[src/include/wrRouter_params.svh]
`ifndef WR_ROUTER_PARAMS_SVH
`define WR_ROUTER_PARAMS_SVH

// ==========================================================
// Write-data router sizing
// ==========================================================

// Ports on each side of the crossbar
`define WR_NUM_MASTERS 2
`define WR_NUM_SLAVES 2

// Bus widths, strobe is one bit per data byte
`define WR_DATA_WIDTH 32
`define WR_ADDR_WIDTH 16

// Entries in each per-slave order queue
`define WR_ORDER_DEPTH 4

// Open writes a single master may hold at once
`define WR_MAX_OUTSTANDING 3

`endif

[src/rtl/axiBusPkg.sv]
`include "wrRouter_params.svh"

// ==========================================================
// Bus-facing payloads of the AW and W channels
// ==========================================================
package axiBusPkg;

	// One AW request
	// Top address bits pick the slave
	typedef struct packed {
		logic [`WR_ADDR_WIDTH-1:0] addr;
		// Beats in burst minus one
		logic [3:0] len;
	} addrReq_t;

	// One W beat
	typedef struct packed {
		logic [`WR_DATA_WIDTH-1:0] data;
		// Byte enables
		logic [`WR_DATA_WIDTH/8-1:0] strb;
		// Final beat of burst
		logic last;
	} wBeat_t;

endpackage

[src/rtl/routePkg.sv]
`include "wrRouter_params.svh"

// ==========================================================
// Routing bookkeeping types
// ==========================================================
package routePkg;

	// Keep at least one bit even for a single port
	localparam int masterIdxWidth = (`WR_NUM_MASTERS > 1) ? $clog2(`WR_NUM_MASTERS) : 1;
	localparam int slaveIdxWidth = (`WR_NUM_SLAVES > 1) ? $clog2(`WR_NUM_SLAVES) : 1;

	typedef logic [masterIdxWidth-1:0] masterIdx_t;
	typedef logic [slaveIdxWidth-1:0] slaveIdx_t;

	// One open write as seen by a slave's order queue
	typedef struct packed {
		masterIdx_t master;
	} orderEntry_t;

endpackage

[src/rtl/syncFifo.sv]
module syncFifo #(
	parameter type payload_t = logic [7:0],
	parameter int depth = 4,
	// Entries short of full at which nearFull rises
	parameter int nearFullMargin = 1
)
(
	input logic sysClk,
	input logic rstN,

	// Write side
	input logic push,
	input payload_t pushData,

	// Read side, head is visible without a pop
	input logic pop,
	output payload_t popData,

	// Status
	output logic empty,
	output logic full,
	output logic nearFull
);

	localparam int ptrWidth = (depth > 1) ? $clog2(depth) : 1;
	localparam int cntWidth = $clog2(depth + 1);
	localparam logic [ptrWidth-1:0] lastPtr = ptrWidth'(depth - 1);

	payload_t mem [depth];
	logic [ptrWidth-1:0] wrPtr;
	logic [ptrWidth-1:0] rdPtr;
	logic [cntWidth-1:0] count;

	// Storage array, written on every push
	always_ff @(posedge sysClk)
	begin
		if (push)
			mem[wrPtr] <= pushData;
	end

	// ==========================================================
	// Pointers and occupancy
	// ==========================================================
	always_ff @(posedge sysClk)
	begin
		if (!rstN)
		begin
			wrPtr <= '0;
			rdPtr <= '0;
			count <= '0;
		end
		else
		begin
			// Wrap explicitly so depth need not be a power of two
			if (push)
				wrPtr <= (wrPtr == lastPtr) ? '0 : wrPtr + 1'b1;
			if (pop)
				rdPtr <= (rdPtr == lastPtr) ? '0 : rdPtr + 1'b1;

			case ({push, pop})
				2'b10: count <= count + 1'b1;
				2'b01: count <= count - 1'b1;
				default: count <= count;   // idle or push with pop
			endcase
		end
	end

	// Show-ahead head of queue
	assign popData = mem[rdPtr];

	assign empty = (count == '0);
	assign full = (count == cntWidth'(depth));

	// Early warning, leaves room for a push already granted
	assign nearFull = (count >= cntWidth'(depth - nearFullMargin));

	// Producer must respect full, consumer must respect empty
	noOverflow : assert property (@(posedge sysClk) disable iff (!rstN) push |-> !full);
	noUnderflow : assert property (@(posedge sysClk) disable iff (!rstN) pop |-> !empty);

endmodule

[src/rtl/wrDataController.sv]
`include "wrRouter_params.svh"

module wrDataController (
	input logic sysClk,
	input logic rstN,

	// From the address arbiter
	input routePkg::orderEntry_t pushEntry,
	input logic [`WR_NUM_SLAVES-1:0] pushSlave,
	output logic [`WR_NUM_SLAVES-1:0] queueNearFull,

	// Master W channels
	input axiBusPkg::wBeat_t [`WR_NUM_MASTERS-1:0] wBeat,
	input logic [`WR_NUM_MASTERS-1:0] wValid,
	output logic [`WR_NUM_MASTERS-1:0] wReady,
	output logic [`WR_NUM_MASTERS-1:0] lastDone,

	// Toward the per-slave skid buffers
	output axiBusPkg::wBeat_t [`WR_NUM_SLAVES-1:0] bufBeat,
	output logic [`WR_NUM_SLAVES-1:0] bufValid,
	input logic [`WR_NUM_SLAVES-1:0] bufReady
);

	localparam int numMasters = `WR_NUM_MASTERS;
	localparam int numSlaves = `WR_NUM_SLAVES;
	localparam int orderDepth = `WR_ORDER_DEPTH;

	routePkg::orderEntry_t [numSlaves-1:0] headEntry;
	routePkg::masterIdx_t [numSlaves-1:0] headMaster;
	logic [numSlaves-1:0] queueEmpty;
	logic [numSlaves-1:0] popQueue;
	// Per master, the slaves currently offering it ready
	logic [numSlaves-1:0] readyMat [numMasters];

	// ==========================================================
	// Order queue and data steering per slave
	// ==========================================================
	for (genvar s = 0; s < numSlaves; s++)
	begin : genSlave
		syncFifo #(
			.payload_t(routePkg::orderEntry_t),
			.depth(orderDepth),
			.nearFullMargin(1)
		) orderQueue (
			.sysClk(sysClk),
			.rstN(rstN),
			.push(pushSlave[s]),
			.pushData(pushEntry),
			.pop(popQueue[s]),
			.popData(headEntry[s]),
			.empty(queueEmpty[s]),
			.full(),
			.nearFull(queueNearFull[s])
		);

		// Head entry owns the slave until its last beat
		assign headMaster[s] = headEntry[s].master;
		assign bufBeat[s] = wBeat[headMaster[s]];
		assign bufValid[s] = !queueEmpty[s] && wValid[headMaster[s]];

		// Burst closes when its last beat enters the buffer
		assign popQueue[s] = bufValid[s] && bufReady[s] && bufBeat[s].last;
	end

	// ==========================================================
	// Ready merge back to the masters
	// ==========================================================
	always_comb
	begin
		for (int m = 0; m < numMasters; m++)
		begin
			for (int s = 0; s < numSlaves; s++)
				readyMat[m][s] = !queueEmpty[s] && bufReady[s] && (int'(headMaster[s]) == m);
			wReady[m] = |readyMat[m];
			// Tells the arbiter one open write has finished
			lastDone[m] = wValid[m] && wReady[m] && wBeat[m].last;
		end
	end

	// Arbiter keeps a master's open writes on one slave, so one head at most
	for (genvar m = 0; m < numMasters; m++)
	begin : genReadyCheck
		singleReadySource : assert property (@(posedge sysClk) disable iff (!rstN)
			$onehot0(readyMat[m]));
	end

endmodule

[config.mk]
export PLATFORM = sky130hd
export DESIGN_NAME = wrDataController
export DESIGN_NICKNAME = d
export VERILOG_FILES = /design/src/rtl/axiBusPkg.sv /design/src/rtl/routePkg.sv /design/src/rtl/syncFifo.sv /design/src/rtl/wrDataController.sv
export VERILOG_INCLUDE_DIRS = /design/src /design/src/include
export SDC_FILE = /design/constraint.sdc
export NUM_CORES = 1
export LEC_CHECK = 0
export ABC_AREA = 1
export BUFFER_PORTS_ARGS = -buffer_cell sky130_fd_sc_hd__buf_2
export CAP_MARGIN = 10
export CORE_MARGIN = 2
export CORE_UTILIZATION = 42
export DETAILED_ROUTE_END_ITERATION = 10
export PLACE_DENSITY = 0.87
export SLEW_MARGIN = 10
export SYNTH_ARGS = -nofsm -noshare
export SYNTH_HDL_FRONTEND = slang
export SYNTH_SLANG_ARGS = --single-unit
[constraint.sdc]
create_clock -name sysClk -period 2.15 [get_ports sysClk]
set_input_delay 0.215 -clock sysClk [delete_from_list [all_inputs] [get_ports sysClk]]
set_output_delay 0.215 -clock sysClk [all_outputs]
set_load 0.01 [all_outputs]
==> results.md <==
- Outcome: finished, violations left
- Failing checks: setup timing
- Ys async rst share: 0
- Largest cells by area after synthesis: dfxtp_1, o21ai_0, nand2_1
- Syn_area_per_cell: 6.58 um^2
- Period minus WS final: 2.16 ns
- Cts bufs inserted: 3
- DR vias/cell: 4.80
- Worst slack at placement: -0.0263 ns
- I/O Buffers: 164
- Post-route ant nets: 0
- Max Slew Vio Count: 0
- Root buffer cell: clkbuf_8
- Crit Path Max Fanout: 4
- Post-synth top flop: dfxtp_1
- Total wire length: 7100 um
- CTS H-tree lvls: 1
- Hpwl dp: 5790 um
- Utilization after layout: 0.613
- Largest area contributor in the netlist: dfxtp_1
- Core Rows: 27
- Warnings, synthesis: 0
- Syn Std Cell Area: 2430 um^2
- Total power: 1.74 mW
- Top-count cell post-synth: nand2_1
- RSZ-0062 raised after global routing: yes
- Critical Path Sink Type: flip-flop
- Vias in the first global route: 2475
- Gr ovfl total: 0
- Synth-to-Final Area Change: 39.9%
- Nets: 628
- Top-area cell type share of the netlist area: 0.148
- Die area: 6400 um^2
- Worst IR Drop VDD: 0.000537 V
- Worst-path clk slew: 0.08 ns
- Crit path arrival time: 2.32 ns
- Skew final: 0.00507 ns
- Clock sinks: 26
- Leak: 1.92 nW
- Final setup vio count: 1
- Max Cap Viol: 0
- Die width: 80.0 um
- Ant. Diodes: 0
- Crit start category: flip-flop
- Core Footprint: 5540 um^2
- Synth cell types: 27
- HP Class: input port to flip-flop
- Syn Nets: 466
- Effective utilization at floorplan: 0.438
- Crit path required time: 2.31 ns
- Routed len/inst: 11.8 um
- P per Cell Area: 512 nW/um^2
- Vias: 2890
- Total Routing Usage GR: 0.197
- DRT Pass-1 Iters: 4
- CTS tree: built
- Clk Latency, worst-skew pair: 0.27 ns
- Routability congestion estimate: 0.846
- Max-slew headroom: 0.710
- Seq cells post-synth: 26
- Share of cells above drive strength 1: 0.426
- Initial antenna violation count: 0
- Max Freq: 0.463 GHz
- Post-synth EDFFs: 8
- Largest net degree at the start of global routing: 56
- DRC violations left: 0
- Setup ws final: -0.0105 ns
- # IOs: 165
- Final hold violations: 0
- Tcrit/Tclk final: 1.00
- Global-route wire length before repair: 10200 um
- Cells after Synth: 369
- Clock buffer depth: 2
- Die Y: 80.0 um
- Initial DRC Count: 77
- Crit Path Category: flip-flop to flip-flop
- Synth cell count leaders: nand2_1, o21ai_0, inv_1
- Worst Max-Slew Pin Slew: 0.435 ns
- Sequential fraction of the synthesis area: 0.247
[placed cells by master (no fill, tap or decap), types with 8 or more instances in the layout]
cell,instances
o21ai_1,16
buf_2,164
dfxtp_1,15
inv_1,65
ha_1,10
edfxtp_1,8
a21oi_1,10
o21ai_0,65
nand2_1,87
nand2_2,11
nor2_1,14
buf_4,11
[critical path: stages, from the launching register on]
cell and delay, ns:
dfxtp_2 0.36, inv_2 0.05, nand2_2 0.09, nand3_4 0.10, nand2_4 0.09, nand2_1 0.07, nand2_2 0.09, inv_2 0.06
nor2_4 0.12, ha_4 0.15, inv_4 0.04, fa_2 0.41, a21oi_2 0.17, o21ai_2 0.08, o21ai_1 0.13, a21oi_1 0.05
[through the flow]
step	setup TNS, ns	instance area (um^2)	hold WS (ns)	cells
after floorplan	0	2430	0.314	369
after global placement	0	3210	0.472	592
after detailed placement	-0.0263	3210	0.483	592
after CTS	0	3270	0.224	596
after global routing	-0.290	3400	0.224	602
final	-0.0105	3400	0.227	602
[logic make-up after synthesis]
| logic type | after synthesis | share of synthesized area |
|---|---|---|
| AOI/OAI and AO/OA | 99 | 0.212 |
| buffers and inverters | 90 | 0.182 |
| DFF | 26 | 0.247 |
| and+or+nand+nor | 140 | 0.280 |
| adders and majority gates | 14 | 0.0783 |
[layout make-up]
cell class	count	area, um^2
fill	498	2140
inverter	71	269
sequential	26	607
tap	72	90.1
clock buffer	4	55.1
timing repair buffer	176	915
multi-input combinational	253	1460
[what timing repair did]
| item | 4_1_cts | 5_1_grt |
|---|---|---|
| pin swaps | 0 | 15 |
| buffers inserted | 0 | 6 |
| resized for setup | 5 | 24 |
| endpoints found under the setup margin | 1 | 5 |
| gates cloned | 0 | 0 |
| hold buffers | 0 | 0 |
[per-layer routing]
layer	routed length, um	global-route usage	vias to the layer above
li1	-	-	1483
met2	3680	0.390	108
met4	213	0.0797	0
met1	2660	0.203	1277
met5	0	0	-
met3	551	0.0271	22
[report_power, final]
group | internal, mW | leakage [nW] | switching (mW) | total, mW
combinational | 0.358 | 1.67 | 0.519 | 0.877
clock | 0.164 | 0.0288 | 0.144 | 0.308
sequential | 0.535 | 0.222 | 0.0194 | 0.554
total | 1.06 | 1.92 | 0.682 | 1.74
[final timing paths]
| check | endpoint | slack, ns | cells after the start | start |
|---|---|---|---|---|
| max reg2reg | genSlave[0].orderQueue.count[2] | -0.01 | 15 | flip-flop |
| min reg2reg | genSlave[0].orderQueue.count[1] | 0.50 | 2 | genSlave[0].orderQueue.count[1] |
| max | genSlave[0].orderQueue.count[2] | -0.01 | 15 | flip-flop |
| min | genSlave[0].orderQueue.mem[3] | 0.23 | 1 | pushEntry |
No activity file was read; power rests on OpenSTA's default activity.
