--- config.mk ---
export PLATFORM = sky130hd
export DESIGN_NAME = wrSlaveBuffer
export DESIGN_NICKNAME = d
export VERILOG_FILES = /design/src/rtl/axiBusPkg.sv /design/src/rtl/syncFifo.sv /design/src/rtl/wrSlaveBuffer.sv
export VERILOG_INCLUDE_DIRS = /design/src /design/src/include
export SDC_FILE = /design/constraint.sdc
export NUM_CORES = 1
export LEC_CHECK = 0
export ABC_AREA = 1
export BUFFER_PORTS_ARGS = -buffer_cell sky130_fd_sc_hd__buf_2
export CORE_MARGIN = 2
export CORE_UTILIZATION = 56
export DETAILED_ROUTE_END_ITERATION = 10
export GPL_TIMING_DRIVEN = 0
export PLACE_DENSITY = 0.95
export SLEW_MARGIN = 25
export SYNTH_ARGS = -nofsm -noshare
export SYNTH_HDL_FRONTEND = slang
export SYNTH_SLANG_ARGS = --single-unit
--- constraint.sdc ---
create_clock -name sysClk -period 5 [get_ports sysClk]
set_input_delay 0 -clock sysClk [delete_from_list [all_inputs] [get_ports sysClk]]
set_output_delay 0 -clock sysClk [all_outputs]
set_load 0.03 [all_outputs]
--- src/include/wrRouter_params.svh ---
`ifndef WR_ROUTER_PARAMS_SVH
`define WR_ROUTER_PARAMS_SVH

// ==========================================================
// Write-data router sizing
// ==========================================================

// Ports on each side of the crossbar
`define WR_NUM_MASTERS 2
`define WR_NUM_SLAVES 2

// Bus widths, strobe is one bit per data byte
`define WR_DATA_WIDTH 32
`define WR_ADDR_WIDTH 16

// Entries in each per-slave order queue
`define WR_ORDER_DEPTH 4

// Open writes a single master may hold at once
`define WR_MAX_OUTSTANDING 3

`endif

--- src/rtl/axiBusPkg.sv ---
`include "wrRouter_params.svh"

// ==========================================================
// Bus-facing payloads of the AW and W channels
// ==========================================================
package axiBusPkg;

	// One AW request
	// Top address bits pick the slave
	typedef struct packed {
		logic [`WR_ADDR_WIDTH-1:0] addr;
		// Beats in burst minus one
		logic [3:0] len;
	} addrReq_t;

	// One W beat
	typedef struct packed {
		logic [`WR_DATA_WIDTH-1:0] data;
		// Byte enables
		logic [`WR_DATA_WIDTH/8-1:0] strb;
		// Final beat of burst
		logic last;
	} wBeat_t;

endpackage

--- src/rtl/syncFifo.sv ---
module syncFifo #(
	parameter type payload_t = logic [7:0],
	parameter int depth = 4,
	// Entries short of full at which nearFull rises
	parameter int nearFullMargin = 1
)
(
	input logic sysClk,
	input logic rstN,

	// Write side
	input logic push,
	input payload_t pushData,

	// Read side, head is visible without a pop
	input logic pop,
	output payload_t popData,

	// Status
	output logic empty,
	output logic full,
	output logic nearFull
);

	localparam int ptrWidth = (depth > 1) ? $clog2(depth) : 1;
	localparam int cntWidth = $clog2(depth + 1);
	localparam logic [ptrWidth-1:0] lastPtr = ptrWidth'(depth - 1);

	payload_t mem [depth];
	logic [ptrWidth-1:0] wrPtr;
	logic [ptrWidth-1:0] rdPtr;
	logic [cntWidth-1:0] count;

	// Storage array, written on every push
	always_ff @(posedge sysClk)
	begin
		if (push)
			mem[wrPtr] <= pushData;
	end

	// ==========================================================
	// Pointers and occupancy
	// ==========================================================
	always_ff @(posedge sysClk)
	begin
		if (!rstN)
		begin
			wrPtr <= '0;
			rdPtr <= '0;
			count <= '0;
		end
		else
		begin
			// Wrap explicitly so depth need not be a power of two
			if (push)
				wrPtr <= (wrPtr == lastPtr) ? '0 : wrPtr + 1'b1;
			if (pop)
				rdPtr <= (rdPtr == lastPtr) ? '0 : rdPtr + 1'b1;

			case ({push, pop})
				2'b10: count <= count + 1'b1;
				2'b01: count <= count - 1'b1;
				default: count <= count;   // idle or push with pop
			endcase
		end
	end

	// Show-ahead head of queue
	assign popData = mem[rdPtr];

	assign empty = (count == '0);
	assign full = (count == cntWidth'(depth));

	// Early warning, leaves room for a push already granted
	assign nearFull = (count >= cntWidth'(depth - nearFullMargin));

	// Producer must respect full, consumer must respect empty
	noOverflow : assert property (@(posedge sysClk) disable iff (!rstN) push |-> !full);
	noUnderflow : assert property (@(posedge sysClk) disable iff (!rstN) pop |-> !empty);

endmodule

--- src/rtl/wrSlaveBuffer.sv ---
module wrSlaveBuffer (
	input logic sysClk,
	input logic rstN,

	// From the data controller
	input axiBusPkg::wBeat_t inBeat,
	input logic inValid,
	output logic inReady,

	// Slave W channel
	output axiBusPkg::wBeat_t outBeat,
	output logic outValid,
	input logic outReady
);

	logic bufEmpty;
	logic bufFull;

	// Two entries let the upstream side run one beat past a slave stall
	syncFifo #(
		.payload_t(axiBusPkg::wBeat_t),
		.depth(2),
		.nearFullMargin(1)
	) skidQueue (
		.sysClk(sysClk),
		.rstN(rstN),
		.push(inValid && inReady),
		.pushData(inBeat),
		.pop(outValid && outReady),
		.popData(outBeat),
		.empty(bufEmpty),
		.full(bufFull),
		.nearFull()
	);

	// Ready toward masters depends on buffer state only, not on slvReady
	assign inReady = !bufFull;
	assign outValid = !bufEmpty;

	// Stalled beat must hold on the slave port
	stableWhileStalled : assert property (@(posedge sysClk) disable iff (!rstN)
		(outValid && !outReady) |=> (outValid && $stable(outBeat)));

endmodule

==> load_flow_metrics.sql <==
INSERT INTO impl_metrics (metric_group, metric, value, unit) VALUES
('timing', 'fmax', '562', 'MHz'),
('global_routing', 'grt_pass1_wl', '9360', 'um'),
('drt', 'post_drt_via_cell_ratio', '4.98', ''),
('clocking', 'cts.htree.levels', '3', ''),
('floorplan', 'design.core.area', '5200', 'sq um'),
('yosys', 'synth.yosys.warnings', '0', ''),
('clocking', 'postCtsSetupRepairBufs', '0', ''),
('yosys', 'ys_ff_latch', '79', ''),
('placement', 'io_buffers', '79', ''),
('placement', 'dpl.cell_count', '302', ''),
('clocking', 'cts-root-to-sink-buffers', '2', ''),
('final_layout', 'fillers', '274', ''),
('global_routing', 'initial_antenna_violation_count', '0', ''),
('yosys', 'syn_area', '3060', 'sq um'),
('final_layout', 'layout_common_cells', '79 x sky130_fd_sc_hd__buf_2, 74 x sky130_fd_sc_hd__edfxtp_1, 38 x sky130_fd_sc_hd__dlygate4sd3_1, 30 x sky130_fd_sc_hd__mux2_4', ''),
('clocking', 'clk_latency_worst_skew_pair', '0.32', 'ns'),
('timing', 'worst-slew-pin-transition', '0.650', 'ns'),
('final_layout', 'stdcell_count', '354', ''),
('timing', 'final.min_clock_period', '1.78', 'ns'),
('worst_setup_path', 'worstSetupStartpointType', 'flop', ''),
('worst_setup_path', 'timing.critical_path.cells', 'inv_2 -> nand2_1 -> nand2_2 -> nor2_4 -> buf_16', ''),
('floorplan', 'rows', '26', ''),
('final_layout', 'layout.core_utilization', '80.6', '%'),
('final_layout', 'post_route_cells_drive_above_1_share', '48.6', '%'),
('final_layout', 'antennaDiodeCount', '0', ''),
('worst_setup_path', 'crit_family', 'simple AND/OR/NAND/NOR gates', ''),
('clocking', 'cts_resized', '0', ''),
('worst_setup_path', 'crit_path_max_incr_delay', '0.53', 'ns'),
('power_and_ir_drop', 'design_power_total', '1.87', 'mW'),
('worst_setup_path', 'timing.critical_path.depth', '5', ''),
('timing', 'totalNegativeSetupSlack', '0', 'ns'),
('global_routing', 'top_usage_layer', 'met2', ''),
('drt', 'routed-via-count', '1764', ''),
('power_and_ir_drop', 'power.density', '446', 'nW/um^2'),
('floorplan', 'floorplan.initialDensity', '58.8', '%'),
('clocking', 'postCtsHoldBufs', '38', ''),
('floorplan', 'boundaryPins', '80', ''),
('floorplan', 'x_dimension_of_the_die', '78.0', 'um'),
('drt', 'number_of_antenna_violating_nets_in_the_routed_design', '0', ''),
('drt', 'detailedRoute.firstIterationViolations', '99', ''),
('global_routing', 'groute.usage.overall', '20.6', '%'),
('clocking', 'root_buffer_cell', 'sky130_fd_sc_hd__clkbuf_8', ''),
('worst_setup_path', 'crit_path_top_delay_cell', 'sky130_fd_sc_hd__nor2_4', ''),
('worst_setup_path', 'critical_path.reg2reg.endpoint', 'skidQueue.mem[0][18]', ''),
('min_path', 'hp-start', 'outReady', ''),
('worst_setup_path', 'timing.reg2reg.worst_path_depth', '5', ''),
('status', 'outcome', 'finished clean', ''),
('floorplan', 'die_area', '6080', 'sq um'),
('drt', 'totalWireLength', '6070', 'um'),
('clocking', 'cts_made_buffers', '9', ''),
('yosys', 'synth.net_count', '193', ''),
('worst_setup_path', 'critPathBufInv', '2', ''),
('worst_setup_path', 'timing_worst_setup_path_type', 'flop to flop', ''),
('worst_setup_path', 'cp-end-kind', 'flop', ''),
('clocking', 'clkSlewWorstSetupHoldPaths', '0.07', 'ns'),
('yosys', 'synth_seq_area_share', '75.8', '%'),
('global_routing', 'groute.layer.met3.usage', '4.88', '%'),
('worst_setup_path', 'crit_path_max_fanout', '19', ''),
('worst_setup_path', 'required', '5.03', 'ns'),
('drt', 'drt-pass1-iter-count', '4', ''),
('placement', 'dpl.hpwl', '3500', 'um'),
('global_routing', 'gr_layer_usage_met2', '38.3', '%'),
('flow_run', 'cap_viol_max_count', '0', ''),
('worst_setup_path', 'crit_arrival', '1.81', 'ns'),
('global_routing', 'global_route.usage.met1', '22.6', '%'),
('yosys', 'yosys.cell_types.count', '18', ''),
('timing', 'final-max-slew-violation-count', '0', ''),
('placement', 'weighted_congestion_reported_at_the_end_of_routability_driven_placement', '0.688', ''),
('drt', 'drt_drc_violations_left', '0', ''),
('yosys', 'avgSynthCellArea', '20.3', 'sq um'),
('timing', 'whs', '0.0765', 'ns');
==> worst max-delay path by stage <==
stage                                 to               start  slack [ns]
floorplan            skidQueue.mem[0][0]  skidQueue.count[0]        2.19
global placement    skidQueue.mem[0][35]  skidQueue.count[0]        1.64
detailed placement  skidQueue.mem[0][35]  skidQueue.count[0]        3.27
CTS                 skidQueue.mem[1][17]  skidQueue.count[0]        3.27
global route        skidQueue.mem[1][34]  skidQueue.count[0]        3.11
finish              skidQueue.mem[0][18]  skidQueue.count[0]        3.22
==> layer usage <==
metal  up-vias  share of wire (%)
met5         -                  0
li1        833                  -
met3        10                5.6
met2        82                 53
met1       839                 39
met4         0                1.7
==> state kept, by name, summed over array words and instances (netlist names), named ones only <==
name,cells
skidQueue.rdPtr,1
skidQueue.mem,74
skidQueue.count,2
skidQueue.wrPtr,1
==> kinds of logic after synthesis <==
group | Yosys count | synth area share, %
buffers and inverters | 9 | 2.94
flip-flops | 79 | 75.8
AO/OA/AOI/OAI | 3 | 0.572
multiplexers | 37 | 17.3
AND/OR/NAND/NOR | 22 | 2.98
adder cells (fa/ha/maj) | 1 | 0.408
==> worst reg2reg max path, delay by kind of cell (launching register included) <==
kind	cells	cell delay [ns]
and+or+nand+nor	3	0.77
buffers and inverters	2	0.33
DFF	1	0.40
==> synthesized netlist by cell type <==
cell type | number | share of area (%)
sky130_fd_sc_hd__edfxtp_1 | 74 | 73
sky130_fd_sc_hd__mux2_4 | 30 | 15
sky130_fd_sc_hd__nand2_1 | 9 | 1.1
sky130_fd_sc_hd__nor2_1 | 9 | 1.1
sky130_fd_sc_hd__mux2_2 | 7 | 2.6
sky130_fd_sc_hd__dfxtp_1 | 5 | 3.3
sky130_fd_sc_hd__inv_1 | 4 | 0.49
sky130_fd_sc_hd__buf_12 | 3 | 2.0
sky130_fd_sc_hd__a21oi_1 | 1 | 0.16
sky130_fd_sc_hd__buf_6 | 1 | 0.37
sky130_fd_sc_hd__ha_1 | 1 | 0.41
sky130_fd_sc_hd__inv_2 | 1 | 0.12
sky130_fd_sc_hd__nand2_2 | 1 | 0.20
sky130_fd_sc_hd__nand3_1 | 1 | 0.16
sky130_fd_sc_hd__nand4_1 | 1 | 0.20
sky130_fd_sc_hd__nor2_2 | 1 | 0.20
sky130_fd_sc_hd__o21a_1 | 1 | 0.25
sky130_fd_sc_hd__o21ai_0 | 1 | 0.16
==> power breakdown <==
| group | total (mW) | switching, mW | leakage (nW) | internal [mW] |
|---|---|---|---|---|
| sequential | 0.836 | 0.0269 | 0.733 | 0.809 |
| combinational | 0.550 | 0.318 | 0.846 | 0.231 |
| clock | 0.483 | 0.210 | 0.0963 | 0.273 |
==> cell type report <==
cell class	count	area, sq um	share of cell area (%)
Multi-Input combinational cell	63	663	15.8
Tap cell	70	87.6	2.09
Sequential cell	79	2320	55.4
Buffer	4	71.3	1.70
Inverter	5	18.8	0.448
Clock buffer	9	124	2.95
Timing Repair Buffer	119	831	19.8
Clock inverter	5	75.1	1.79
==> per-stage QoR <==
stage | instance area [sq um] | worst slack [ns]
3_5_place_dp | 3610 | 3.27
5_1_grt | 4190 | 3.11
3_3_place_gp | 3550 | 1.64
2_1_floorplan | 3060 | 2.19
4_1_cts | 4190 | 3.27
6_report | 4190 | 3.22
Power figures use the tool's default switching activity.
